[config.mk]
export PLATFORM = sky130hd
export DESIGN_NAME = line_drawer
export DESIGN_NICKNAME = d
export VERILOG_FILES = /design/src/source/fb_pkg.sv /design/src/source/line_drawer.sv
export VERILOG_INCLUDE_DIRS = /design/src /design/src/source
export SDC_FILE = /design/constraint.sdc
export NUM_CORES = 1
export LEC_CHECK = 0
export BUFFER_PORTS_ARGS = -buffer_cell sky130_fd_sc_hd__buf_4
export CORE_MARGIN = 5
export CORE_UTILIZATION = 52
export CTS_CLUSTER_DIAMETER = 60
export DETAILED_ROUTE_END_ITERATION = 10
export PLACE_DENSITY = 0.84
export SLEW_MARGIN = 20
export SYNTH_ARGS = -nofsm -noshare
export SYNTH_HDL_FRONTEND = slang
export SYNTH_SLANG_ARGS = --single-unit
[constraint.sdc]
create_clock -name clk_pix -period 5.25 [get_ports clk_pix]
set_clock_uncertainty 0.05 [all_clocks]
set_input_delay 1.05 -clock clk_pix [delete_from_list [all_inputs] [get_ports clk_pix]]
set_output_delay 1.05 -clock clk_pix [all_outputs]
set_load 0.1 [all_outputs]
[src/source/fb_settings.svh]
/* display timing is fixed 640x480 at 60 Hz on a 25 MHz pixel clock
   framebuffer is 160x120 and sits unscaled at the top-left of the screen */
`ifndef FB_SETTINGS_SVH
`define FB_SETTINGS_SVH

// visible area
`define FB_H_RES     640
`define FB_V_RES     480
// full frame with blanking
`define FB_H_TOTAL   800
`define FB_V_TOTAL   525
// sync pulses, both active low
`define FB_HS_START  656
`define FB_HS_END    752
`define FB_VS_START  490
`define FB_VS_END    492
// framebuffer geometry
`define FB_WIDTH     160
`define FB_HEIGHT    120
`define FB_PIXELS    (`FB_WIDTH * `FB_HEIGHT)

`endif

[src/source/fb_pkg.sv]
/* shared types for the line drawing subsystem
   widths here must agree with fb_settings.svh */
package fb_pkg;

    typedef logic [9:0]  coord_t;    // screen coordinate, up to 1023
    typedef logic [14:0] fb_addr_t;  // 160x120 needs 15 bits
    typedef logic [3:0]  colour_t;   // grey level
    typedef logic [2:0]  wb_addr_t;  // word address
    typedef logic [15:0] wb_data_t;

    // line drawer FSM
    typedef enum logic [1:0] {
        IDLE, WAIT_BLANK, DRAW, DONE
    } draw_state_t;

endpackage

[src/source/line_drawer.sv]
/* draws one horizontal span per command, one pixel per cycle in vertical blanking
   out-of-range rows and columns clamp to the last framebuffer row and column */
`timescale 1ns/1ps
`include "fb_settings.svh"

module line_drawer import fb_pkg::*; (
    input  wire logic clk_pix,
    input  wire logic rst_n,
    input  wire coord_t sy,          // from display timings
    input  wire coord_t cmd_row,
    input  wire coord_t cmd_x0,
    input  wire coord_t cmd_x1,
    input  wire colour_t cmd_colour,
    input  wire logic cmd_start,
    output      logic busy,
    output      logic fb_we,
    output      fb_addr_t fb_addr_write,
    output      colour_t fb_colr_write
);

    localparam coord_t ROW_MAX = coord_t'(`FB_HEIGHT - 1);
    localparam coord_t COL_MAX = coord_t'(`FB_WIDTH - 1);
    localparam coord_t V_RES   = coord_t'(`FB_V_RES);

    draw_state_t state;
    coord_t row_c, xa_c, xb_c;  // clamped command fields
    coord_t x_lo, x_hi;         // ordered end columns
    coord_t x_cur, x_end;
    logic in_blank;

    always_comb begin
        row_c = (cmd_row > ROW_MAX) ? ROW_MAX : cmd_row;
        xa_c  = (cmd_x0 > COL_MAX) ? COL_MAX : cmd_x0;
        xb_c  = (cmd_x1 > COL_MAX) ? COL_MAX : cmd_x1;
        x_lo  = (xa_c < xb_c) ? xa_c : xb_c;
        x_hi  = (xa_c < xb_c) ? xb_c : xa_c;
    end

    assign in_blank = (sy >= V_RES);             // lines 480 to 524
    assign fb_we    = (state == DRAW) && in_blank;
    assign busy     = (state != IDLE);

    always_ff @(posedge clk_pix) begin
        if (!rst_n) begin
            state <= IDLE;
        end else begin
            case (state)
                IDLE:       if (cmd_start) state <= WAIT_BLANK;
                WAIT_BLANK: if (in_blank) state <= DRAW;
                DRAW: begin
                    if (!in_blank) state <= WAIT_BLANK;   // pause until next frame
                    else if (x_cur == x_end) state <= DONE;  // last pixel written
                end
                DONE:       state <= IDLE;  // holds busy until the write lands
                default:    state <= IDLE;
            endcase
        end
    end

    // span datapath latched on start and stepped per written pixel
    always_ff @(posedge clk_pix) begin
        if (state == IDLE && cmd_start) begin
            x_cur         <= x_lo;
            x_end         <= x_hi;
            fb_addr_write <= fb_addr_t'(row_c * `FB_WIDTH + x_lo);  // row major
            fb_colr_write <= cmd_colour;
        end else if (fb_we && x_cur != x_end) begin
            x_cur         <= x_cur + 1'b1;
            fb_addr_write <= fb_addr_write + 1'b1;
        end
    end

    // writes only in blanking, in column order and inside the framebuffer
    a_we_blank: assert property (@(posedge clk_pix) disable iff (!rst_n)
        fb_we |-> (sy >= V_RES) && (x_cur <= x_end) &&
                  (fb_addr_write < fb_addr_t'(`FB_PIXELS)));

endmodule

[Word-level counts from Yosys, hierarchy flattened]
Index checks and enable logic that the tools add are counted.
Storage, ports and cells
  flip-flop bits (word level): 41
  input port bits: 47
  output and inout port bits: 21
  logic and storage cells: 43
Operators by class
  add/sub/neg operators: 3
  $mul: 1
  magnitude comparators: 5
  eq/ne operators: 8
  muxes and demuxes: 14
  reductions and logical operators: 7
Operator list (number)
  $mux 10: 7
  $mux 15: 2
  $gt 10x8->1 const B: 2
  $add 15x1->15 const B: 1
  $add 15x10->15: 1
  $add 10x1->10 const B: 1
  $eq 10x10->1: 1
  $ge 10x9->1 const B: 1
  $gt 10x7->1 const B: 1
  $lt 10x10->1: 1
  $mul 10x3->10 const B: 1
  $ne 10x10->1: 1
  $mux 2: 4
  $pmux 2 s4: 1
  $eq 2x2->1 const B: 2
  $ne 2x2->1 const B: 2
  $reduce_bool 2->1: 2
  $logic_and 1x1->1: 3
  $ne 3x2->1 const B: 1
  $reduce_and 3->1: 1
  $eq 2x1->1 const B: 1
  $logic_not 2->1: 1

[Logic depth before layout (Yosys ltp)]
Gate-level depths: netlist of the first run.
  depth after elaboration: 6
  gate-level depth with buffers: 18
  mapped depth without buffers: 16

[Worst setup path after synthesis of the first run]
No wires, ideal clock.
  path type: input to register
  start: in cmd_x0[6]
  end: reg fb_addr_write[14], data pin
  setup time: 0.152 ns
  arrival time: 4.517 ns
  data required time: 5.048 ns
  path slack: 0.531 ns
  stages on the path: 17
  buffers on the path: 2
  cell sequence: o21ai_1 > nand2_1 > clkbuf_1 > or2_2 > ha_1 > a21oi_1 > o21ai_0 > a221o_1 > nor2_2 > buf_4 > o21ai_0 > ha_1 > a21oi_1 > o21ai_0 > nand4_1 > or4b_1 > a31oi_1
On the way
  word-level cells in the longest chain between the ends: 6
Ends and longest elaborated chain
  start: declaration: RTL line line_drawer.sv:11  | input wire coord_t cmd_x0,
  $gt 10x8->1: RTL line line_drawer.sv:33  | xa_c = (cmd_x0 > COL_MAX) ? COL_MAX : cmd_x0;
  $mux 10 *: RTL line line_drawer.sv:33
  $lt 10x10->1: RTL line line_drawer.sv:35  | x_lo = (xa_c < xb_c) ? xa_c : xb_c;
  $mux 10 *: RTL line line_drawer.sv:35
  $add 15x10->15 *: RTL line line_drawer.sv:65  | fb_addr_write <= fb_addr_t'(row_c * `FB_WIDTH + x_lo);
  $mux 15 *: RTL line line_drawer.sv:62  | if (state == IDLE && cmd_start) begin
  end signal: assignment: RTL line line_drawer.sv:65
  end signal: assignment: RTL line line_drawer.sv:69  | fb_addr_write <= fb_addr_write + 1'b1;
  end: declaration: RTL line line_drawer.sv:17  | output fb_addr_t fb_addr_write,
Every way passes the cells marked *; elsewhere a longest branch is shown, timed or not.
A chain may end at the register's enable or synchronous reset.

[Final worst setup path of the first run]
Same ends and word-level chain as after synthesis.

==> results.yml, run 1 <==
outcome:
  status: "finished clean"
flow_run:
  timing.max_cap.violations: 0
yosys:
  synth.avg_cell_area_um2: 9.61
  synth_flop_cell: "edfxtp_1"
  yosys_warnings: 0
  synthArstFlopShare: 0
  ys_seq_area_frac: 0.366
  synth_edf_count: 39
  syn_area_um2: 3310
  ys_seq_elements: 41
  synth_cells: 344
  ys_types: 58
min_path:
  hold_class: "reg2reg"
floorplanning:
  num_rows: 29
  dieArea_um2: 8050
  ioPinCount: 68
  core_area_um2: 6280
  die-height_um: 89.7
  die_w_um: 89.7
  floorplan.initialDensity: 0.527
timing:
  slew_viol_final: 0
  fin_setup_tns_ns: 0
  setup_ws_ns: 0.558
  finalCritPeriodShare: 0.894
  holdWs_ns: 0.482
  worst_slew_pin_slew_ns: 1.03
  maxSlewHeadroom: 0.316
  rsz0062_at_grt: "false"
  finalHoldViolations: 0
  period_minus_slack_ns: 4.69
  max_freq_mhz: 213
  setup_viol: 0
detailed_routing:
  drt_iter0_markers: 231
  detail-route-antenna-nets: 0
  wire_per_inst_um: 16.1
  vias: 3006
  first_pass_iters: 5
  viasPerCell: 6.07
  wl_um: 7970
  drc: 0
global_route:
  antenna_found_initial: 0
  grt_use_total: 0.196
  grt_pass1_vias: 2899
  grt_pass1_wl_um: 13400
  grt_max_degree: 35
  overflow: 0
cts:
  clock_latency_ns: 0.30
  post_cts_buffers: 0
  cts_buffers: 5
  cts-root-buf: "clkbuf_8"
  ctsHoldBuffers: 0
  clkTransAtPathRegs_ns: 0.08
  cts_resized: 0
  cts_max_level: 2
  cts_tree: "done"
  clockBufferDepth: 2
  clock-sinks: 41
worst_setup_path:
  cp_common_cell: "o21ai_0"
  crit_buf_inv: 1
  path_cells: "buf_4 -> o21ai_1 -> nand2_1 -> or2_2 -> ha_1 -> a21oi_1 -> o21ai_0 -> a221o_1 -> nor2_2 -> o21ai_0 -> ha_1 -> a21oi_1 -> o21ai_0 -> nand4_1 -> or4b_1 -> a31oi_1"
  cp_top_family: "compound AO/OA/AOI/OAI gates"
  path_class: "in2reg"
  critPathArrivalTime_ns: 4.79
  crit_path_start_kind: "input pin"
  required_ns: 5.35
  critPathMaxStageDelay_ns: 0.48
  end_kind: "flip-flop"
  critPathMaxFanout: 11
  crit_slowest_cell: "or4b_1"
power_and_ir_drop:
  p_per_area_nw_per_um2: 299
  power_mw: 1.21
  p_leak_nw: 1.58
  max-vdd-ir-drop_mv: 0.242
placement:
  pre_cts_slack_ns: 0.284
  hpwl_um: 6120
  port_buffers: 62
  gp_congestion: 0.850
cells_and_area:
  antennaDiodeCount: 0
  fillerInstances: 534
  multi_input_area_um2: 2030
  drive_above_1_share: 0.237
  area_growth_pct: 22.2
  regArea_um2: 1210
  nNetsFinal: 493
stage by stage:
step	area (µm²)	util	cells
6_report	4040	0.644	495
5_1_grt	4040	0.644	495
4_1_cts	4040	0.644	495
3_5_place_dp	3910	0.623	487
3_3_place_gp	3910	0.623	487
2_1_floorplan	3330	-	350
cells by family after synthesis:
| kind of cell | after synthesis | synth area share |
|---|---|---|
| and+or+nand+nor | 126 | 0.200 |
| AOI/OAI and AO/OA | 86 | 0.189 |
| DFF | 41 | 0.366 |
| xor gates and xnor gates | 36 | 0.0953 |
| adders and majority gates | 29 | 0.114 |
| buffers and inverters | 22 | 0.0265 |
| other | 2 | 0.00227 |
| muxes | 2 | 0.00605 |
area by class of cell:
type | instances | share of cell area
clock inverter | 3 | 0.0161
clock buffer | 5 | 0.0170
sequential | 41 | 0.300
inverter | 12 | 0.0111
timing repair buffer | 70 | 0.130
multi-input combinational | 287 | 0.502
tap | 77 | 0.0238
worst paths after layout:
kind / startpoint / end / slack, ns / cells after the start
setup reg to reg: x_cur[2] / fb_addr_write[9] / 3.01 / 4
hold reg to reg: state[1] / state[0] / 0.48 / 1
hold / removal: state[1] / state[0] / 0.48 / 1
setup / recovery: cmd_x0[6] / fb_addr_write[14] / 0.56 / 16
sequential cells by signal, indices dropped and copies added (netlist names):
register	flops
fb_colr_write	4
x_cur	10
state	2
x_end	10
fb_addr_write	15
layer usage:
| metal | GRT usage | up-vias | part of all wire | routed length (µm) |
|---|---|---|---|---|
| met4 | 0.0642 | 0 | 0.016 | 130 |
| met3 | 0.0376 | 10 | 0.067 | 531 |
| met1 | 0.258 | 1425 | 0.44 | 3480 |
| met5 | 0 | - | 0 | 0 |
| li1 | - | 1449 | - | - |
| met2 | 0.324 | 122 | 0.48 | 3830 |
worst register-to-register path, stage by stage, from the launching register on:
cell,delay [ns]
edfxtp_1,0.48
xor2_1,0.22
nor4_1,0.32
nand4_1,0.18
a21o_1,0.58
Yosys cell counts, types with 2 or more instances:
cell / n / area share
edfxtp_1: 39 / 0.35
nand2_1: 33 / 0.037
ha_1: 27 / 0.10
a21oi_1: 22 / 0.033
xor2_1: 21 / 0.056
nor2_1: 20 / 0.023
o21ai_0: 16 / 0.024
xnor2_1: 15 / 0.040
inv_1: 12 / 0.014
nand4_1: 11 / 0.021
nor3_1: 11 / 0.017
nand3_1: 9 / 0.014
or2_2: 8 / 0.015
a221oi_1: 7 / 0.019
clkbuf_1: 7 / 0.0079
a211oi_1: 6 / 0.014
nor2b_1: 6 / 0.011
nor4_1: 6 / 0.011
a2111oi_0: 4 / 0.011
a311o_1: 3 / 0.0091
a31oi_1: 3 / 0.0057
and2_1: 3 / 0.0057
nand2b_1: 3 / 0.0057
o21a_1: 3 / 0.0068
o21ai_1: 3 / 0.0045
a21o_1: 2 / 0.0045
a31o_2: 2 / 0.0053
a41o_1: 2 / 0.0061
and3_1: 2 / 0.0038
and3b_1: 2 / 0.0053
and4_1: 2 / 0.0053
conb_1: 2 / 0.0023
dfxtp_1: 2 / 0.012
fa_1: 2 / 0.012
mux2i_1: 2 / 0.0061
nor3b_1: 2 / 0.0045
o22ai_1: 2 / 0.0038
o311ai_0: 2 / 0.0053
power by group:
part | switching (mW) | internal (mW)
clock | 0.112 | 0.189
sequential | 0.0396 | 0.412
combinational | 0.307 | 0.151
total | 0.458 | 0.752
layout by cell type, fill, tap and decap left out, drive strengths merged, types with 3 or more instances in the layout:
cell	n
a2111oi	5
a211oi	6
a21o	3
a21oi	22
a221oi	8
a311o	3
a31oi	3
and2	3
and4	3
buf	70
clkbuf	5
conb	8
edfxtp	39
ha	27
inv	12
nand2	33
nand2b	3
nand3	9
nand4	11
nor2	21
nor2b	6
nor3	12
nor4	7
o21a	3
o21ai	19
or2	9
xnor2	15
xor2	21
Note: power is estimated with default switching activity, not from simulation.
==> run 2: changes to the inputs <==
--- a/config.mk
+++ b/config.mk
@@ -6,7 +6,9 @@
 export SDC_FILE = /design/constraint.sdc
 export NUM_CORES = 1
 export LEC_CHECK = 0
+export ABC_AREA = 1
 export BUFFER_PORTS_ARGS = -buffer_cell sky130_fd_sc_hd__buf_4
+export CAP_MARGIN = 20
 export CORE_MARGIN = 5
 export CORE_UTILIZATION = 52
 export CTS_CLUSTER_DIAMETER = 60
==> run 2 against run 1 <==
Critical path depth grew 5; cell count up 17%; die area up 2.0%; via count rose by 1.6%; combinational power is 38% higher; sequential share of layout area down 0.18 points; register-to-register slack worse by 0.22 ns; global-route usage is 1.2 points lower; sequential power grew 11%; critical path type unchanged; largest cell class unchanged; largest power group unchanged.
==> results.yml, run 2 <==
floorplanning:
  num_rows: 29
  die-height_um: 90.6
  die_w_um: 90.6
  ioPinCount: 68
  dieArea_um2: 8210
  core_area_um2: 6350
  floorplan.initialDensity: 0.532
yosys:
  synth_top_cell_by_area: "edfxtp_1"
  synth.avg_cell_area_um2: 7.84
  synth_top_area_frac: 0.346
  synthArstFlopShare: 0
  post-synth-top-count-cell: "nand2_1"
  ys_seq_elements: 41
  ys_types: 39
  synth_flop_cell: "edfxtp_1"
  synth_common_cells: "nand2_1 (100), inv_1 (58), nand3_1 (44)"
  yosys_warnings: 0
  synth_cells: 431
  synth_area_leaders: "edfxtp_1 (35%), nand2_1 (11%), ha_1 (10%), nand3_1 (6.5%), inv_1 (6.4%)"
  synth_edf_count: 39
  syn_area_um2: 3380
  ys_seq_area_frac: 0.358
global_route:
  overflow: 0
  antenna_found_initial: 0
  grt_use_total: 0.184
  grt_pass1_wl_um: 12900
  grt_pass1_vias: 3026
  grt_max_degree: 34
timing:
  worst_slew_pin_slew_ns: 1.03
  finalCritPeriodShare: 0.867
  slew_viol_final: 0
  period_minus_slack_ns: 4.55
  maxSlewHeadroom: 0.310
  setup_ws_ns: 0.698
  setup_viol: 0
  fin_setup_tns_ns: 0
  rsz0062_at_grt: "false"
  max_freq_mhz: 220
  finalHoldViolations: 0
cells_and_area:
  layout_commonest_cell: "nand2_1"
  fin_util: 0.640
  multi_input_area_um2: 1920
  largest_register_ffs: 15
  fillerInstances: 514
  regMostFlops: "fb_addr_write"
  antennaDiodeCount: 0
  drive_above_1_share: 0.199
  regArea_um2: 1210
  nNetsFinal: 578
  area_growth_pct: 20.3
  final_cell_mix: "nand2_1 (100), buf_4 (64), inv_1 (58)"
  reg_top3: "fb_addr_write (15), x_cur (10), x_end (10)"
  stdcell_count: 580
power_and_ir_drop:
  combPwrFrac: 0.439
  switching_share: 0.436
  p_seq_frac: 0.348
  p_leak_nw: 1.97
  p_per_area_nw_per_um2: 355
  p_sw_mw: 0.629
  p_int_mw: 0.813
  max-vdd-ir-drop_mv: 0.249
  power_frac_clock: 0.213
  power_mw: 1.44
cts:
  cts_tree: "done"
  clock-sinks: 41
  cts_resized: 0
  cts-root-buf: "clkbuf_8"
  clock_latency_ns: 0.30
  clockBufferDepth: 2
  ctsHoldBuffers: 0
  post_cts_buffers: 0
  cts_max_level: 2
  clkTransAtPathRegs_ns: 0.08
  cts_buffers: 5
worst_setup_path:
  critPathArrivalTime_ns: 4.56
  crit_slowest_cell: "fa_1"
  cp_common_cell: "nand2_1"
  path_class: "in2reg"
  required_ns: 5.25
  crit_path_start_kind: "input pin"
  critPathMaxFanout: 9
  path_cells: "buf_4 -> o21ai_1 -> nand2_1 -> nor2_1 -> nand2_1 -> ha_1 -> a21oi_1 -> o21ai_0 -> a21oi_4 -> nand3_1 -> and2_1 -> ha_1 -> fa_1 -> nand2_1 -> inv_1 -> o21ai_0 -> nor2_1 -> nand4_1 -> o21bai_1 -> nand3_1 -> nand2_1"
  end_kind: "flip-flop"
  critPathMaxStageDelay_ns: 0.40
placement:
  pre_cts_slack_ns: 0.386
  place_inst: 572
  hpwl_um: 5900
  gp_congestion: 0.923
  port_buffers: 62
detailed_routing:
  wire_per_inst_um: 12.8
  drt_iter0_markers: 203
  drc: 0
  viasPerCell: 5.27
  vias: 3054
  detail-route-antenna-nets: 0
  first_pass_iters: 4
  wl_um: 7420
flow_run:
  timing.max_cap.violations: 0
min_path:
  hold_class: "reg2reg"
outcome:
  status: "finished clean"
[run 2: kinds of logic (layout without fill, tap and decap cells)]
logic type,count (synthesis),after routing,synth area share
other,2,8,0.00222
xor gates and xnor gates,10,10,0.0259
adders and majority gates,29,29,0.112
AOI/OAI and AO/OA,58,58,0.0977
DFF,41,41,0.358
and+or+nand+nor,227,227,0.324
buffers and inverters,64,130,0.0803
[run 2: layout make-up]
type                       instances  area share
clock buffer                       5      0.0169
inverter                          58      0.0535
sequential                        41       0.298
timing repair buffer              64       0.118
tap                               77      0.0237
multi-input combinational        332       0.473
clock inverter                     3      0.0169
[run 2: path summary, 6_finish.rpt]
check                  from                end  slack (ns)  depth (start not counted)
setup / recovery  cmd_x1[6]  fb_addr_write[13]        0.70                         21
hold reg to reg    state[0]           state[0]        0.48                          2
setup reg to reg   state[0]  fb_addr_write[12]        2.79                          5
hold / removal     state[0]           state[0]        0.48                          2
[run 2: critical path, delay by kind of cell]
kind	cells	cell delay [ns]
buf+inv	2	0.16
fa+ha+maj	3	0.92
simple gates	10	1.37
compound gates	6	1.05
[run 2: power groups by stage]
stage	Clock, mW	Combinational [mW]	Sequential (mW)
3_3_place_gp	0	0.610	0.503
6_report	0.308	0.633	0.501
5_1_grt	0.322	0.687	0.511
4_1_cts	0.309	0.632	0.500
3_5_place_dp	0	0.627	0.507
2_1_floorplan	0	0.299	0.695
[run 2: stage by stage]
step                area [µm²]  hold WS [ns]
CTS                       4070         0.486
floorplan                 3400         0.445
global placement          3930         0.456
finish                    4070         0.484
detailed placement        3930         0.475
global route              4070         0.521
[run 2: layer usage]
| metal | wire length (µm) | track usage | part of all wire |
|---|---|---|---|
| met5 | 0 | 0 | 0 |
| met4 | 198 | 0.0732 | 0.027 |
| met3 | 341 | 0.0267 | 0.046 |
| met2 | 3480 | 0.307 | 0.47 |
| met1 | 3390 | 0.239 | 0.46 |
==> run 3: changes to the inputs <==
--- a/config.mk
+++ b/config.mk
@@ -8,12 +8,11 @@
 export LEC_CHECK = 0
 export ABC_AREA = 1
 export BUFFER_PORTS_ARGS = -buffer_cell sky130_fd_sc_hd__buf_4
-export CAP_MARGIN = 20
 export CORE_MARGIN = 5
 export CORE_UTILIZATION = 52
 export CTS_CLUSTER_DIAMETER = 60
 export DETAILED_ROUTE_END_ITERATION = 10
-export PLACE_DENSITY = 0.84
+export PLACE_DENSITY = 0.76
 export SLEW_MARGIN = 20
 export SYNTH_ARGS = -nofsm -noshare
 export SYNTH_HDL_FRONTEND = slang
==> run 3 against run 2 <==
Clock power is 2% lower; critical path type unchanged; power down 0.88%; critical endpoint unchanged; critical path depth is the same; non-clock buffer count did not move; first-iteration DRC count decreased by 47%; combinational power decreased by 0.9%; sequential share of layout area did not move; worst hold slack improved by 0.022 ns; design area is the same; sequential power barely moved; cell count unchanged; count of clock-buffer cells in the layout is the same.
==> results.yml, run 3 (synthesized netlist as in run 2, its figures left out) <==
detailed_routing:
  wire_per_inst_um: 12.2
  vias: 3026
  wl_um: 7090
  drc: 0
  viasPerCell: 5.22
  first_pass_iters: 4
  detail-route-antenna-nets: 0
  drt_iter0_markers: 107
power_and_ir_drop:
  combPwrFrac: 0.439
  max-vdd-ir-drop_mv: 0.293
  p_leak_nw: 1.97
  p_sw_mw: 0.617
  power_frac_clock: 0.211
  switching_share: 0.431
  p_per_area_nw_per_um2: 351
  p_int_mw: 0.813
  p_seq_frac: 0.350
cells_and_area:
  nNetsFinal: 578
  fin_area_um2: 4070
  drive_above_1_share: 0.199
  regMostFlops: "fb_addr_write"
  final_cell_mix: "nand2_1 (100), buf_4 (64), inv_1 (58)"
  area_growth_pct: 20.3
  reg_top3: "fb_addr_write (15), x_cur (10), x_end (10)"
  largest_register_ffs: 15
  regArea_um2: 1210
  layout_commonest_cell: "nand2_1"
  fillerInstances: 520
  antennaDiodeCount: 0
  multi_input_area_um2: 1920
global_route:
  grt_use_total: 0.173
  grt_max_degree: 35
  grt_pass1_vias: 2873
  overflow: 0
  antenna_found_initial: 0
  grt_pass1_wl_um: 12000
timing:
  max_freq_mhz: 219
  rsz0062_at_grt: "false"
  fin_setup_tns_ns: 0
  holdWs_ns: 0.507
  worst_slew_pin_slew_ns: 1.03
  finalCritPeriodShare: 0.869
  slew_viol_final: 0
  period_minus_slack_ns: 4.56
  setup_viol: 0
  maxSlewHeadroom: 0.311
  finalHoldViolations: 0
worst_setup_path:
  path_class: "in2reg"
  crit_path_start_kind: "input pin"
  required_ns: 5.25
  critPathArrivalTime_ns: 4.56
  rr_worst_depth: 6
  end_kind: "flip-flop"
  critPathMaxFanout: 9
cts:
  clkTransAtPathRegs_ns: 0.08
  cts_buffers: 5
  cts_resized: 0
  cts-root-buf: "clkbuf_8"
  cts_tree: "done"
  clock-sinks: 41
  clock_latency_ns: 0.29
  clockBufferDepth: 2
  ctsHoldBuffers: 0
  cts_max_level: 2
  post_cts_buffers: 0
floorplanning:
  dieArea_um2: 8210
  die-height_um: 90.6
  core_area_um2: 6350
  num_rows: 29
  die_w_um: 90.6
  floorplan.initialDensity: 0.532
  ioPinCount: 68
min_path:
  hold_class: "reg2reg"
  holdPathStages: 2
flow_run:
  timing.max_cap.violations: 0
placement:
  gp_congestion: 0.857
  port_buffers: 62
  postPlaceCellArea_um2: 3930
  hpwl_um: 5690
outcome:
  status: "finished clean"
-- run 3: final timing paths --
path	from	endpoint	slack (ns)
max reg2reg	state[0]	fb_addr_write[9]	2.43
min	state[0]	state[0]	0.51
min reg2reg	state[0]	state[0]	0.51
max	cmd_x1[6]	fb_addr_write[13]	0.69
-- run 3: power groups by stage --
stage | Sequential, mW | Clock [mW] | Combinational [mW]
3_5_place_dp | 0.506 | 0 | 0.624
3_3_place_gp | 0.504 | 0 | 0.611
6_report | 0.500 | 0.302 | 0.627
4_1_cts | 0.500 | 0.308 | 0.629
2_1_floorplan | 0.695 | 0 | 0.299
5_1_grt | 0.510 | 0.321 | 0.684
-- run 3: routing by layer --
layer,wire length (µm),global-route usage
met5,0,0
met4,150,0.0596
met3,351,0.0317
met2,3240,0.291
met1,3350,0.223
-- run 3: critical path, cell delays in order --
cell	delay (ns)
buf_4	0.11
o21ai_1	0.16
nand2_1	0.15
nor2_1	0.28
nand2_1	0.17
ha_1	0.32
a21oi_1	0.16
o21ai_0	0.16
a21oi_4	0.30
nand3_1	0.14
and2_1	0.18
ha_1	0.20
fa_1	0.38
nand2_1	0.08
inv_1	0.05
o21ai_0	0.23
nor2_1	0.09
nand4_1	0.11
o21bai_1	0.08
nand3_1	0.09
nand2_1	0.06
-- run 3: layout make-up --
| type | instances | share of cell area |
|---|---|---|
| inverter | 58 | 0.0535 |
| clock buffer | 5 | 0.0169 |
| multi-input combinational | 332 | 0.473 |
| clock inverter | 3 | 0.0169 |
| tap | 77 | 0.0237 |
| timing repair buffer | 64 | 0.118 |
| sequential | 41 | 0.298 |
-- run 3: per-stage QoR --
step,setup slack (ns),total power [mW],utilization,cells
2_1_floorplan,0.240,0.994,-,437
3_3_place_gp,0.496,1.12,0.619,572
6_report,0.689,1.43,0.640,580
5_1_grt,0.369,1.51,0.640,580
3_5_place_dp,0.421,1.13,0.619,572
4_1_cts,0.730,1.44,0.640,580
