--- config.mk ---
export PLATFORM = sky130hd
export DESIGN_NAME = draw_cmd_regs
export DESIGN_NICKNAME = d
export VERILOG_FILES = /design/src/source/fb_settings.svh /design/src/source/fb_pkg.sv /design/src/source/draw_cmd_regs.sv
export SDC_FILE = /design/constraint.sdc
export NUM_CORES = 1
export LEC_CHECK = 0
export ABC_AREA = 0
export BUFFER_PORTS_ARGS = -buffer_cell sky130_fd_sc_hd__buf_2
export CORE_ASPECT_RATIO = 0.75
export CORE_MARGIN = 2
export CORE_UTILIZATION = 48
export DETAILED_ROUTE_END_ITERATION = 16
export GPL_TIMING_DRIVEN = 0
export PLACE_DENSITY = 0.76
export SETUP_SLACK_MARGIN = 0.1
export SLEW_MARGIN = 5
export SYNTH_ARGS = -nofsm -noshare
export SYNTH_HDL_FRONTEND = slang
export SYNTH_SLANG_ARGS = --single-unit
--- constraint.sdc ---
create_clock -name clk_pix -period 1.9 [get_ports clk_pix]
set_input_delay 0.095 -clock clk_pix [delete_from_list [all_inputs] [get_ports clk_pix]]
set_output_delay 0.095 -clock clk_pix [all_outputs]
set_load 0.01 [all_outputs]
--- src/source/fb_settings.svh ---
/* display timing is fixed 640x480 at 60 Hz on a 25 MHz pixel clock
   framebuffer is 160x120 and sits unscaled at the top-left of the screen */
`ifndef FB_SETTINGS_SVH
`define FB_SETTINGS_SVH

// visible area
`define FB_H_RES     640
`define FB_V_RES     480
// full frame with blanking
`define FB_H_TOTAL   800
`define FB_V_TOTAL   525
// sync pulses, both active low
`define FB_HS_START  656
`define FB_HS_END    752
`define FB_VS_START  490
`define FB_VS_END    492
// framebuffer geometry
`define FB_WIDTH     160
`define FB_HEIGHT    120
`define FB_PIXELS    (`FB_WIDTH * `FB_HEIGHT)

`endif

--- src/source/fb_pkg.sv ---
/* shared types for the line drawing subsystem
   widths here must agree with fb_settings.svh */
package fb_pkg;

    typedef logic [9:0]  coord_t;    // screen coordinate, up to 1023
    typedef logic [14:0] fb_addr_t;  // 160x120 needs 15 bits
    typedef logic [3:0]  colour_t;   // grey level
    typedef logic [2:0]  wb_addr_t;  // word address
    typedef logic [15:0] wb_data_t;

    // line drawer FSM
    typedef enum logic [1:0] {
        IDLE, WAIT_BLANK, DRAW, DONE
    } draw_state_t;

endpackage

--- src/source/draw_cmd_regs.sv ---
/* Wishbone classic slave for line commands, ack one cycle after request
   no wait states and no error or retry; a start while busy is dropped */
`timescale 1ns/1ps

module draw_cmd_regs import fb_pkg::*; (
    input  wire logic clk_pix,
    input  wire logic rst_n,
    input  wire logic wb_cyc,
    input  wire logic wb_stb,
    input  wire logic wb_we,
    input  wire wb_addr_t wb_adr,
    input  wire wb_data_t wb_dat_w,
    output      wb_data_t wb_dat_r,
    output      logic wb_ack,
    input  wire logic busy,        // from line drawer
    output      coord_t cmd_row,
    output      coord_t cmd_x0,
    output      coord_t cmd_x1,
    output      colour_t cmd_colour,
    output      logic cmd_start    // single cycle
);

    localparam wb_addr_t ADR_ROW    = 3'd0;
    localparam wb_addr_t ADR_X0     = 3'd1;
    localparam wb_addr_t ADR_X1     = 3'd2;
    localparam wb_addr_t ADR_COLOUR = 3'd3;
    localparam wb_addr_t ADR_START  = 3'd4;
    localparam wb_addr_t ADR_STATUS = 3'd5;

    logic req;       // new request this cycle
    wb_data_t rd_mux;

    assign req = wb_cyc && wb_stb && !wb_ack;  // ignore the cycle ack is high

    always_comb begin
        case (wb_adr)
            ADR_ROW:    rd_mux = {6'b0, cmd_row};
            ADR_X0:     rd_mux = {6'b0, cmd_x0};
            ADR_X1:     rd_mux = {6'b0, cmd_x1};
            ADR_COLOUR: rd_mux = {12'b0, cmd_colour};
            ADR_STATUS: rd_mux = {15'b0, busy};
            default:    rd_mux = '0;  // start reads as zero
        endcase
    end

    // ack, command registers and start pulse
    always_ff @(posedge clk_pix) begin
        if (!rst_n) begin
            wb_ack     <= 1'b0;
            cmd_start  <= 1'b0;
            cmd_row    <= '0;
            cmd_x0     <= '0;
            cmd_x1     <= '0;
            cmd_colour <= '0;
        end else begin
            wb_ack    <= req;
            cmd_start <= req && wb_we && (wb_adr == ADR_START) && !busy;
            if (req && wb_we) begin
                case (wb_adr)
                    ADR_ROW:    cmd_row    <= wb_dat_w[9:0];
                    ADR_X0:     cmd_x0     <= wb_dat_w[9:0];
                    ADR_X1:     cmd_x1     <= wb_dat_w[9:0];
                    ADR_COLOUR: cmd_colour <= wb_dat_w[3:0];
                    default:    ;  // start handled above, status read only
                endcase
            end
        end
    end

    // read data held through the ack cycle
    always_ff @(posedge clk_pix) begin
        if (req && !wb_we) begin
            wb_dat_r <= rd_mux;
        end
    end

    a_ack_single: assert property (@(posedge clk_pix) disable iff (!rst_n)
        wb_ack |=> !wb_ack);

    // drawer must never see a start while it works
    a_start_idle: assert property (@(posedge clk_pix) disable iff (!rst_n)
        !(cmd_start && busy));

endmodule

; ---- Word level (Yosys, flattened, before mapping)
; Index checks and enable logic that the tools add are counted.
[totals]
reg_bits = 52
in_bits = 25
out_inout_bits = 52
[classes]
n_eq_ne = 5
reduce_logical = 14
muxes = 1
[op_table]
columns = cell, count
row1 = $pmux 10 s5, 1
row2 = $reduce_and 2->1, 4
row3 = $eq 3x2->1 const B, 2
row4 = $eq 3x3->1 const B, 2
row5 = $logic_and 1x1->1, 6
row6 = $eq 3x1->1 const B, 1
row7 = $logic_not 1->1, 3
row8 = $logic_not 3->1, 1

; ---- Longest topological paths before layout
; Gate-level depths: netlist of run 1.
[logic_depth]
depth_word = 5
mapped_depth = 6

; ---- Worst setup path before layout of run 1
; OpenSTA, ideal clock, no wires.
[synth_timing]
kind = register to register
start = register wb_ack
end = register wb_dat_r[0], enable pin
stages_incl_launch_ff = 3
path_slack_ns = 0.401
setup_ns = 0.377
synth_period_minus_slack_ns = 1.499
t_arrival_ns = 1.122
path_cell_list = dfxtp_1 > and3b_2 > nor2b_1
[synth_between]
elab_chain_len = 3
[synth_lines]
columns = item, line_no
row1 = from (decl), draw_cmd_regs.sv:14  ; output logic wb_ack,
row2 = from (signal assigned), draw_cmd_regs.sv:56  ; wb_ack <= req;
row3 = $logic_not 1->1, draw_cmd_regs.sv:33  ; assign req = wb_cyc && wb_stb && !wb_ack;
row4 = $logic_and 1x1->1, draw_cmd_regs.sv:33
row5 = $logic_and 1x1->1, draw_cmd_regs.sv:72  ; if (req && !wb_we) begin
row6 = to (signal assigned), draw_cmd_regs.sv:73  ; wb_dat_r <= rd_mux;
row7 = to (decl), draw_cmd_regs.sv:13  ; output wb_data_t wb_dat_r,
; Every way passes these cells.
; A chain may end at the register's enable or synchronous reset.

; ---- Worst setup path after layout of run 1
[layout_timing]
start = register wb_ack
end = register wb_dat_r[3], enable pin
; The elaborated chain is that of the path after synthesis.

==> results of run 1 <==
[area by class of cell]
cell class	count	area, sq um	area share (%)
clock inverters	2	8.758	0.3483
clock buffers	6	72.57	2.886
repair buffers	61	305.3	12.14
multi-input cells	126	895.9	35.62
plain buffers	21	142.6	5.672
well taps	55	68.82	2.736
flip-flops and latches	46	1021	40.60
[routing by layer]
| metal | track usage (%) | part of all wire [%] | wire length (um) |
|---|---|---|---|
| met5 | 0 | 0 | 0 |
| met4 | 8.867 | 1.8 | 82 |
| met3 | 4.911 | 7.1 | 314 |
| met2 | 28.69 | 42 | 1848 |
| met1 | 27.79 | 49 | 2189 |
[where the power goes]
part           internal (mW)  total, mW  switching, mW
Combinational         0.0633      0.148         0.0852
Clock                  0.253      0.574          0.321
Sequential              1.01       1.01        0.00502
Total                   1.32       1.73          0.412
[layout by cell type, fill, tap and decap left out]
cell / instances
sky130_fd_sc_hd__buf_2: 64
sky130_fd_sc_hd__nand2_1: 45
sky130_fd_sc_hd__mux2i_1: 42
sky130_fd_sc_hd__dfxtp_1: 36
sky130_fd_sc_hd__buf_4: 10
sky130_fd_sc_hd__edfxtp_1: 10
sky130_fd_sc_hd__nor2_1: 7
sky130_fd_sc_hd__clkbuf_1: 6
sky130_fd_sc_hd__a2bb2oi_1: 6
sky130_fd_sc_hd__conb_1: 6
sky130_fd_sc_hd__clkbuf_8: 5
sky130_fd_sc_hd__nor2b_1: 4
sky130_fd_sc_hd__buf_6: 3
sky130_fd_sc_hd__mux4_1: 2
sky130_fd_sc_hd__o22ai_1: 1
sky130_fd_sc_hd__nor3_1: 1
sky130_fd_sc_hd__a21o_1: 1
sky130_fd_sc_hd__mux4_2: 1
sky130_fd_sc_hd__nor2b_4: 1
sky130_fd_sc_hd__and3b_2: 1
sky130_fd_sc_hd__nor2b_2: 1
sky130_fd_sc_hd__nand3_2: 1
sky130_fd_sc_hd__and4_1: 1
sky130_fd_sc_hd__nand3_1: 1
sky130_fd_sc_hd__nand4b_1: 1
sky130_fd_sc_hd__and2_1: 1
sky130_fd_sc_hd__nor4b_1: 1
sky130_fd_sc_hd__and3_1: 1
sky130_fd_sc_hd__clkinv_2: 1
sky130_fd_sc_hd__clkinv_1: 1
[worst max-delay path, stage by stage, from the launching register on]
cell and delay [ns]:
sky130_fd_sc_hd__dfxtp_1 0.31, sky130_fd_sc_hd__and3b_2 0.29, sky130_fd_sc_hd__nor2b_1 0.64
[cells in the mapped netlist, drive strengths merged]
cell / n
nor4b: 1
nor2: 7
a2bb2oi: 6
mux2i: 42
dfxtp: 36
and2: 1
and3b: 1
clkbuf: 5
mux4: 3
conb: 1
and4: 1
edfxtp: 10
o22ai: 1
and3: 1
nand2: 45
a21o: 1
buf: 16
nor3: 1
nand3: 2
nand4b: 1
nor2b: 6
[through the flow]
| step | cell area, sq um | util, % | hold WS [ns] |
|---|---|---|---|
| after global routing | 2515 | 61.66 | 0.06075 |
| final | 2515 | 61.66 | 0.04198 |
| after global placement | 2434 | 59.66 | 0.3552 |
| after detailed placement | 2434 | 59.66 | 0.3568 |
| after floorplan | 2059 | - | 0.2409 |
| after CTS | 2515 | 61.66 | 0.03808 |
[logic make-up after synthesis]
logic type             after synthesis
DFF                                 46
muxes                               45
other                                1
AOI/OAI and AO/OA                    8
and+or+nand+nor                     67
buffers and inverters               21
[state kept, by name (all words and copies together), names as in the netlist]
| name | count |
|---|---|
| cmd_colour | 4 |
| cmd_row | 10 |
| wb_dat_r | 10 |
| cmd_start | 1 |
| cmd_x0 | 10 |
| cmd_x1 | 10 |
| wb_ack | 1 |
[worst min-delay path by stage]
stage | slack, ns | startpoint | end | depth (start not counted)
after floorplan | 0.24 | wb_we | cmd_start$_SDFF_PN0_ | 1
after global placement | 0.36 | wb_we | cmd_start$_SDFF_PN0_ | 2
after detailed placement | 0.36 | wb_we | cmd_start$_SDFF_PN0_ | 2
after CTS | 0.04 | wb_we | cmd_start$_SDFF_PN0_ | 2
after global routing | 0.06 | wb_we | cmd_start$_SDFF_PN0_ | 2
final | 0.04 | wb_we | cmd_start$_SDFF_PN0_ | 2
==> results.md, run 1 <==
Logic synthesis:
- The main combinational cell family by area after synthesis is multiplexers.
- The number of distinct library cell variants in the gate-level netlist after synthesis is 27.
- By area the synthesized netlist is led by sky130_fd_sc_hd__dfxtp_1, sky130_fd_sc_hd__mux2i_1, sky130_fd_sc_hd__edfxtp_1.
- Sequential elements use about 50% of the synthesized area.
- The post-synthesis average cell area is 10.85 sq um.
- The most area-hungry cell type in the Yosys netlist is sky130_fd_sc_hd__dfxtp_1.
- The mapped netlist covers between 2000 and 2500 sq um.
- Synthesis inferred 46 register bits.
- The xor and xnor area share after synthesis is 0%.
- Summing the areas of all fa, ha and maj instances in the mapped netlist gives 0% of the synthesized area.
- The share of the synthesized area in the top cell type is between 30% and 40%.
- The post-synthesis instance total is about 190.
- After Yosys synthesis, and, or, nand and nor cells account for approximately 15% of the synthesized area.
- The count of synthesis-stage warnings from yosys is 0.
- The post-synthesis compound-gate area fraction is 3.250%.
- Measured against the total synthesized area, the mux share comes to about 24%.

Floorplanning:
- The chip width is approximately 80 um.
- After floorplanning, the core was divided into 20 placement rows.
- The I/O pin count is slightly below 80.
- The die covers 4795 sq um.
- The vertical die dimension is 60.47 um.
- For this configuration, the core starts out at a cell density of around half.
- The core region is just over 4000 sq um.

Clock network:
- The number of buffers added by the clock tree synthesis step is 5.
- The clock latency reported for the late side of the worst-skew pair is a little over 0.3 ns.
- The clock transition at the registers of the reported paths is approximately 0.08 ns.
- TritonCTS built the clock tree.
- The number of hold buffers added after CTS is 0.
- The number of buffers added for setup after CTS is 0.
- Counting along the longest clock path gives a buffer depth of 2.
- Once the clock tree was built, the resizer swapped 0 gates to a different size.
- The number of H-tree levels is 2.
- The clock net sink count is between 40 and 50.
- The clock root buffer is sky130_fd_sc_hd__clkbuf_8.

Global routing:
- The global-route wire length before repair is around 6800 um.
- Global routing used around a fifth of the available tracks across all layers.
- The number of antenna violations at the first check in global routing is 0.
- For this run the aggregate overflow at the end of global routing stands at 0.
- The number of global-route vias before repair is 1,339.
- The pin count of the biggest net entering global routing is 14.

STA:
- The worst clock skew is roughly 0.0042 ns.
- Setup total negative slack on the finished layout was measured at 0 ns.
- After layout, the worst path uses a little over four fifths of the clock period.
- The number of failing setup endpoints in the final timing report is 0.
- The minimum clock period after layout is 1.598 ns.
- The count of pins over their slew limit came to 0.
- The number of hold violations in the final report is 0.
- The final worst-path setup slack is around 0.30 ns.
- Setup repair after global routing left no endpoint under its margin.
- For this run, the top clock speed supported by timing is 0.6257 GHz.
- The worst slew margin relative to its limit is between 40 and 50%.
- At the pin with the least slew margin, the transition time is 0.7571 ns.

Worst setup path:
- The path depth of the worst reg2reg path is 2.
- The worst reg-to-reg setup slack is roughly 0.30 ns.
- The type of element capturing the critical path is a flop.
- The arrival time at the worst endpoint is 1.54 ns.
- Along the worst path, the maximum fanout reaches 10.
- The capture point of the worst reg-to-reg path is wb_dat_r[3]$_DFFE_PP_.
- The worst endpoint required time is 1.84 ns.
- The launching instance or port of the critical path is wb_ack$_SDFF_PN0_.
- The critical register-to-register path startpoint is wb_ack$_SDFF_PN0_.
- The most critical setup path has its endpoint at wb_dat_r[3]$_DFFE_PP_.
- The worst setup path is of the flop to flop kind.
- The sort of element at the start of the critical path is a flop.

Hold path:
- The tightest min-delay check is of the input pin to flop type.

Placed design:
- The total placed cells including tap cells is around 310.
- The weighted congestion at the end of routability-driven global placement is 0.7729.
- In this run the tool buffered the top-level ports with 61 buffer cells.
- The worst setup timing slack at the placement stage is about 0.30 ns.
- Detailed placement ended at an HPWL of roughly 3200 um.

Outcome:
- The run finished with clean final reports.

Final layout:
- The number of non-filler instances in the completed layout is ~320.
- After filler insertion, the fill cell instance count of the layout stands at 360.
- The area growth from synthesis to layout is 23.24%.
- The count of antenna diodes in the layout is 0.
- The ratio of cells with drive above 1 in the final layout is approximately a third.
- The final layout contains approximately 290 nets.

Routing:
- After detailed routing, the total wire length is between 4000 and 5000 um.
- Across all layers, the routed design uses roughly 1,600 vias.
- For this run, the detailed router's first-pass iteration total came to 4.
- The average detailed-routed wire length per instance is around 14 um.
- The detailed router's first-iteration violation count is 60.
- The detailed-route DRC error count is 0.
- The detailed-route vias per instance is 4.937.
- Once detail routing completed, the nets flagged for antenna violations numbered 0.

Power and ir drop:
- The static leakage is 1.332 nW.
- IR analysis of the VDD net gives a maximum drop of about 480 uV.
- The power per cell area is roughly 690 nW/um^2.
- The total power is around 1.7 mW.

Run:
- The number of max-capacitance violations reported is 0.
No activity file was read; power rests on OpenSTA's default activity.
==> run 2, diff against run 1 <==
CORE_UTILIZATION = 44   (was 48)
PLACE_DENSITY = 0.74   (was 0.76)
clock period = 1.3 ns   (was 1.9 ns; I/O delays follow)
==> results.md, run 2 (synthesis gave the netlist of run 1 again) <==
Placed design:
- The estimated wirelength of the detail-placed design is 3356 um (was 3219 um).
- The weighted congestion at the end of routability-driven global placement came to 0.8204 (was 0.7729).
- The total placed cells including tap cells is 311 (was 309).
- The count of buffers inserted at the top-level ports is 61 (unchanged).

Final layout:
- The footprint of the flip-flops and latches is 1033 sq um (was 1021 sq um).
- The total number of nets in the final design is 292 (was 286).
- The most common cell after layout, fill and taps aside is sky130_fd_sc_hd__buf_2 (unchanged).
- The area growth from synthesis to layout was 28.08% (was 23.24%).
- The number of non-filler instances in the completed layout is 325 (was 317).
- The ratio of cells with drive above 1 in the final layout came to 41.04% (was 33.59%).
- The multi-input combinational cell area is 910.9 sq um (was 895.9 sq um).
- The number of fillers in the final layout is 400 (was 360).
- Highest-count cells in the layout ignoring fill and taps: sky130_fd_sc_hd__buf_2, sky130_fd_sc_hd__nand2_1, sky130_fd_sc_hd__mux2i_1 (unchanged).
- The count of antenna diodes in the layout is 0 (unchanged).

Routing:
- The detailed-route vias per instance came to 4.880 (was 4.937).
- The average detailed-routed wire length per instance is 14.79 um (was 13.99 um).
- The number of detailed-routing iterations run before antenna repair is 4 (unchanged).
- The number of vias after detailed routing is 1,586 (was 1,565).
- The number of nets still failing antenna checks after routing is 0 (unchanged).
- The detailed-route DRC error count is 0 (unchanged).
- The detailed router's first-iteration violation count is 86 (was 60).
- The total length of routed wires came to 4806 um (was 4434 um).

Clock network:
- The clock transition at the registers of the reported paths is 0.08 ns (about the same).
- The clock latency reported for the late side of the worst-skew pair is 0.31 ns (about the same).
- The clock root buffer was sky130_fd_sc_hd__clkbuf_8 (unchanged).
- The number of hold buffers added after CTS is 0 (unchanged).
- The clock net sink count is 46 (unchanged).
- The maximum buffer depth of the clock tree is 2 (unchanged).
- The number of buffers added by the clock tree synthesis step is 5 (unchanged).
- The number of H-tree levels was 2 (unchanged).
- The clock tree from TritonCTS is done (unchanged).

Floorplanning:
- The area of the core came to 4467 sq um (was 4079 sq um).
- The I/O pin count was 77 (unchanged).
- The chip width is 82.64 um (was 79.29 um).
- The effective utilization at floorplan was 45.69% (was 50.03%).
- The number of placement rows came to 21 (was 20).
- The vertical die dimension was 62.98 um (was 60.47 um).
- The area of the die was 5205 sq um (was 4795 sq um).

STA:
- The total negative slack for setup checks came to 0 ns (unchanged).
- The number of failing setup endpoints in the final timing report came to 0 (unchanged).
- The maximum operating frequency was 0.8034 GHz (was 0.6257 GHz).
- The minimum clock period after layout is 1.245 ns (was 1.598 ns).
- The transition at the pin with the smallest max-transition slack was 0.5632 ns (was 0.7571 ns).
- The worst slew margin relative to its limit was 62.46% (was 49.42%).
- The worst clock skew came to 0.006869 ns (was 0.004230 ns).
- The count of pins over their slew limit is 0 (unchanged).
- The number of hold violations in the final report came to 0 (unchanged).
- The period utilization is 95.75% (was 84.11%).
- Unrepaired setup endpoints after global routing: yes (was no).

Global routing:
- The global routing usage on met2 came to 26.51% (was 28.69%).
- The global-route wire length before repair is 7079 um (was 6796 um).
- The pin count of the biggest net entering global routing is 14 (unchanged).
- The most used routing layer is met2 (unchanged).
- The global routing met1 resource utilization is 26.07% (was 27.79%).
- The number of global-route vias before repair is 1,474 (was 1,339).
- The met3 routing resource usage after global routing was 5.780% (was 4.911%).
- The number of antenna violations at the first check in global routing is 0 (unchanged).
- The sum of overflow across all layers after global routing is 0 (unchanged).
- The overall routing resource usage is 18.55% (was 19.60%).

Worst setup path:
- The arrival time at the worst endpoint is 1.23 ns (was 1.54 ns).
- The type of the worst setup path is flop to flop (unchanged).
- The largest fanout on the critical path is 10 (unchanged).
- The worst endpoint required time is 1.29 ns (was 1.84 ns).
- The type of element capturing the critical path was a flop (unchanged).
- The standard cell with the maximum stage delay on the critical path was sky130_fd_sc_hd__nor2b_4 (was sky130_fd_sc_hd__nor2b_1).
- The largest stage delay on the critical path is 0.32 ns (was 0.64 ns).
- The sort of element at the start of the critical path is a flop (unchanged).
- The top cell family by delay on the critical path is simple AND/OR/NAND/NOR gates (unchanged).
- The worst path buffer plus inverter count is 0 (unchanged).
- Cell-by-cell listing of the critical path: and3b_2 > nor2b_4 (was and3b_2 > nor2b_1).

Power and ir drop:
- The static leakage is 1.367 nW (was 1.332 nW).
- The power per cell area is 996.8 nW/um^2 (was 689.8 nW/um^2).
- The worst supply voltage drop on vdd is 427.5 uV (was 480.4 uV).
- The total power is 2.605 mW (was 1.735 mW).

Run:
- The number of max-capacitance violations reported is 0 (unchanged).

Hold path:
- The class of the most critical hold timing path was input pin to flop (unchanged).

Outcome:
- Run status: finished, final reports clean (unchanged).
## run 2: cell count changes in the layout (fill, tap and decap cells not counted), sizes merged
cell,before,now
clkinv,2,1
buf,77,83
clkbuf,11,12
## run 2: layout make-up
cell class / instances / share of cell area (%)
Sequential cell: 46 / 39.54
Multi-Input combinational cell: 126 / 34.85
Timing Repair Buffer: 67 / 13.40
Buffer: 21 / 5.984
Clock buffer: 7 / 3.303
Tap cell: 57 / 2.729
Clock inverter: 1 / 0.1915
## run 2: repair_timing
| action | CTS | global route |
|---|---|---|
| gates cloned | 0 | 0 |
| gates resized for setup | 9 | 7 |
| setup buffers | 5 | 1 |
| endpoints found under the setup margin | 18 | 31 |
## run 2: where the power goes
group | internal [mW] | total [mW] | leakage (nW) | switching, mW
Sequential | 1.47 | 1.48 | 0.382 | 0.00739
Clock | 0.429 | 0.899 | 0.0482 | 0.470
Combinational | 0.0968 | 0.228 | 0.937 | 0.131
## run 2: per-layer routing
layer / routed length [um] / part of all wire (%) / up-vias
met1: 2337 / 49 / 740
met2: 2080 / 43 / 53
met5: 0 / 0 / -
met3: 324 / 6.7 / 8
li1: - / - / 785
met4: 63 / 1.3 / 0
## run 2: final timing paths
check	from	slack [ns]	cells after the start	to
max	wb_ack$_SDFF_PN0_	0.06	2	wb_dat_r[8]$_DFFE_PP_
min	wb_we	0.05	2	cmd_start$_SDFF_PN0_
max reg2reg	wb_ack$_SDFF_PN0_	0.06	2	wb_dat_r[8]$_DFFE_PP_
min reg2reg	cmd_x1[3]$_SDFFE_PN0P_	0.48	2	cmd_x1[3]$_SDFFE_PN0P_
## run 2: per-stage QoR
| step | util, % | hold slack [ns] | area, sq um | setup WS (ns) |
|---|---|---|---|---|
| 2_1_floorplan | - | 0.2109 | 2069 | 0.1121 |
| 3_3_place_gp | 54.76 | 0.3557 | 2446 | 0.01616 |
| 3_5_place_dp | 54.76 | 0.3631 | 2446 | 0.004100 |
| 4_1_cts | 57.82 | 0.04293 | 2582 | 0.05152 |
| 5_1_grt | 58.52 | 0.04402 | 2614 | 0.01678 |
| 6_report | 58.52 | 0.05009 | 2614 | 0.05529 |
## run 2: worst reg2reg max path, stage by stage (launching register included)
cell	delay, ns
sky130_fd_sc_hd__dfxtp_1	0.31
sky130_fd_sc_hd__and3b_2	0.30
sky130_fd_sc_hd__nor2b_4	0.32
==> run 3, diff against run 2 <==
CORE_UTILIZATION = 50   (was 44)
PLACE_DENSITY = 0.79   (was 0.74)
SLEW_MARGIN = 20   (was 5)
clock period = 1.6 ns   (was 1.3 ns; I/O delays follow)
==> results.md, run 3 (synthesis gave the netlist of run 1 again) <==
Clock network:
- The number of hold buffers added after CTS is 0 (unchanged).
- The maximum buffer depth of the clock tree was 2 (unchanged).
- The number of H-tree levels came to 2 (unchanged).
- The clock latency reported for the late side of the worst-skew pair came to 0.30 ns (was 0.31 ns).
- The number of buffers added by the clock tree synthesis step is 5 (unchanged).
- The clock root buffer is sky130_fd_sc_hd__clkbuf_8 (unchanged).
- The number of buffers added for setup after CTS is 0 (was 5).
- The post-CTS resize count is 1 (was 9).
- The clock transition at the registers of the reported paths is 0.08 ns (about the same).
- The clock tree from TritonCTS is done (unchanged).
- The clock net sink count was 46 (unchanged).

Floorplanning:
- The effective utilization at floorplan is 51.29% (was 45.69%).
- The area of the core is 3979 sq um (was 4467 sq um).
- The vertical die dimension is 59.33 um (was 62.98 um).
- The chip width came to 77.77 um (was 82.64 um).
- The I/O pin count came to 77 (unchanged).
- The number of placement rows is 20 (was 21).
- The area of the die was 4614 sq um (was 5205 sq um).

Worst setup path:
- The arrival time at the worst endpoint is 1.33 ns (was 1.23 ns).
- The worst endpoint required time is 1.56 ns (was 1.29 ns).
- The sort of element at the start of the critical path is a flop (unchanged).
- The capture point of the worst reg-to-reg path is wb_dat_r[1]$_DFFE_PP_ (was wb_dat_r[8]$_DFFE_PP_).
- The type of element capturing the critical path was a flop (unchanged).
- The largest fanout on the critical path is 10 (unchanged).
- The launching instance or port of the critical path was wb_ack$_SDFF_PN0_ (unchanged).
- The worst reg-to-reg setup slack is 0.22 ns (was 0.06 ns).
- The type of the worst setup path is flop to flop (unchanged).
- The critical register-to-register path startpoint is wb_ack$_SDFF_PN0_ (unchanged).
- The path depth of the worst reg2reg path is 2 (unchanged).

STA:
- The minimum clock period after layout came to 1.375 ns (was 1.245 ns).
- The number of failing setup endpoints in the final timing report is 0 (unchanged).
- The period utilization is 85.96% (was 95.75%).
- The worst clock skew is 0.005929 ns (was 0.006869 ns).
- The count of pins over their slew limit came to 0 (unchanged).
- The transition at the pin with the smallest max-transition slack is 0.5805 ns (was 0.5632 ns).
- The number of hold violations in the final report is 0 (unchanged).
- The final worst-path setup slack came to 0.2246 ns (was 0.05529 ns).
- Unrepaired setup endpoints after global routing: no (was yes).
- The worst slew margin relative to its limit was 61.30% (was 62.46%).
- The maximum operating frequency was 0.7271 GHz (was 0.8034 GHz).

Hold path:
- The count of cells along the worst hold path is 2 (unchanged).
- The worst min-delay path endpoint is cmd_start$_SDFF_PN0_ (unchanged).
- The worst hold path startpoint is wb_we (unchanged).
- The class of the most critical hold timing path is input pin to flop (unchanged).

Routing:
- The number of detailed-routing iterations run before antenna repair is 4 (unchanged).
- The total length of routed wires is 4540 um (was 4806 um).
- The detailed-route DRC error count is 0 (unchanged).
- The number of nets still failing antenna checks after routing came to 0 (unchanged).
- The number of vias after detailed routing was 1,575 (was 1,586).
- The detailed router's first-iteration violation count was 55 (was 86).
- The detailed-route vias per instance is 4.968 (was 4.880).
- The average detailed-routed wire length per instance is 14.32 um (was 14.79 um).

Final layout:
- The number of fillers in the final layout is 323 (was 400).
- The count of antenna diodes in the layout came to 0 (unchanged).
- The total number of nets in the final design is 286 (was 292).
- The ratio of cells with drive above 1 in the final layout is 34.35% (was 41.04%).
- The most common cell after layout, fill and taps aside is sky130_fd_sc_hd__buf_2 (unchanged).
- The area growth from synthesis to layout was 25.87% (was 28.08%).
- The number of non-filler instances in the completed layout is 317 (was 325).
- Highest-count cells in the layout ignoring fill and taps: sky130_fd_sc_hd__buf_2, sky130_fd_sc_hd__nand2_1, sky130_fd_sc_hd__mux2i_1 (unchanged).
- The summed area of non-filler cells in the final layout was 2569 sq um (was 2614 sq um).

Global routing:
- The sum of overflow across all layers after global routing came to 0 (unchanged).
- The pin count of the biggest net entering global routing came to 15 (was 14).
- The overall routing resource usage is 20.63% (was 18.55%).
- The number of antenna violations at the first check in global routing is 0 (unchanged).
- The global-route wire length before repair is 7031 um (was 7079 um).
- The number of global-route vias before repair is 1,421 (was 1,474).

Placed design:
- The estimated wirelength of the detail-placed design came to 3183 um (was 3356 um).
- The total placed cells including tap cells is 309 (was 311).
- The post-detailed-placement cell area is 2434 sq um (was 2446 sq um).
- The count of buffers inserted at the top-level ports was 61 (unchanged).
- The weighted congestion at the end of routability-driven global placement came to 0.8007 (was 0.8204).
- The worst setup timing slack at the placement stage is -0.004456 ns (was 0.004100 ns).

Power and ir drop:
- The power per cell area is 927.4 nW/um^2 (was 996.8 nW/um^2).
- The total power is 2.382 mW (was 2.605 mW).
- The static leakage is 1.356 nW (was 1.367 nW).
- The worst supply voltage drop on vdd came to 915.5 uV (was 427.5 uV).

Run:
- The number of max-capacitance violations reported is 0 (unchanged).

Outcome:
- Run status: finished, final reports clean (unchanged).
run 3: changes by cell type in the layout (fill, tap and decap cells not counted), moves of 2 or more:
cell                        before  now
sky130_fd_sc_hd__dfxtp_1        26   36
sky130_fd_sc_hd__dfxtp_2        10    0
sky130_fd_sc_hd__buf_4          14   10
sky130_fd_sc_hd__buf_6           6    3
sky130_fd_sc_hd__nor2b_4         4    1
sky130_fd_sc_hd__bufinv_16       0    2
sky130_fd_sc_hd__mux4_1          0    2
sky130_fd_sc_hd__mux4_2          3    1
sky130_fd_sc_hd__nor2b_1         1    3
run 3: layer usage:
| metal | GRT usage, % | vias to the layer above | wire length (um) |
|---|---|---|---|
| met5 | 0 | - | 0 |
| li1 | - | 781 | - |
| met1 | 28.36 | 737 | 2209 |
| met3 | 4.116 | 5 | 222 |
| met4 | 7.908 | 0 | 50 |
| met2 | 32.64 | 52 | 2058 |
run 3: worst max-delay path by stage:
| stage | to | slack, ns | cells past startpoint |
|---|---|---|---|
| 2_1_floorplan | wb_dat_r[0]$_DFFE_PP_ | 0.10 | 2 |
| 4_1_cts | wb_dat_r[2]$_DFFE_PP_ | 0.21 | 2 |
| 5_1_grt | wb_dat_r[3]$_DFFE_PP_ | 0.10 | 2 |
| 6_report | wb_dat_r[1]$_DFFE_PP_ | 0.22 | 2 |
| 3_3_place_gp | wb_dat_r[9]$_DFFE_PP_ | 0.03 | 2 |
| 3_5_place_dp | wb_dat_r[7]$_DFFE_PP_ | -0.004 | 2 |
run 3: worst max-delay path, stage by stage (launching register included):
cell and delay [ns]:
sky130_fd_sc_hd__dfxtp_1 0.32, sky130_fd_sc_hd__and3b_2 0.30, sky130_fd_sc_hd__nor2b_2 0.42
run 3: area by class of cell:
type | instances | area (sq um) | area share (%)
repair buffers | 61 | 305.3 | 11.89
flip-flops and latches | 46 | 1021 | 39.75
well taps | 55 | 68.82 | 2.679
plain buffers | 21 | 142.6 | 5.553
multi-input cells | 126 | 898.4 | 34.97
clock buffers | 5 | 68.82 | 2.679
clock inverters | 3 | 63.81 | 2.484
run 3: metrics by stage:
step | utilization (%) | setup TNS, ns | hold slack, ns
floorplan | - | 0 | 0.2259
global placement | 61.16 | 0 | 0.3402
detailed placement | 61.16 | -0.04301 | 0.3428
CTS | 64.56 | 0 | 0.03829
global route | 64.56 | 0 | 0.05351
finish | 64.56 | 0 | 0.04202
run 3: where the power goes:
part | switching, mW | total, mW | internal, mW
sequential | 0.00614 | 1.20 | 1.20
combinational | 0.104 | 0.179 | 0.0756
clock | 0.384 | 1.00 | 0.618
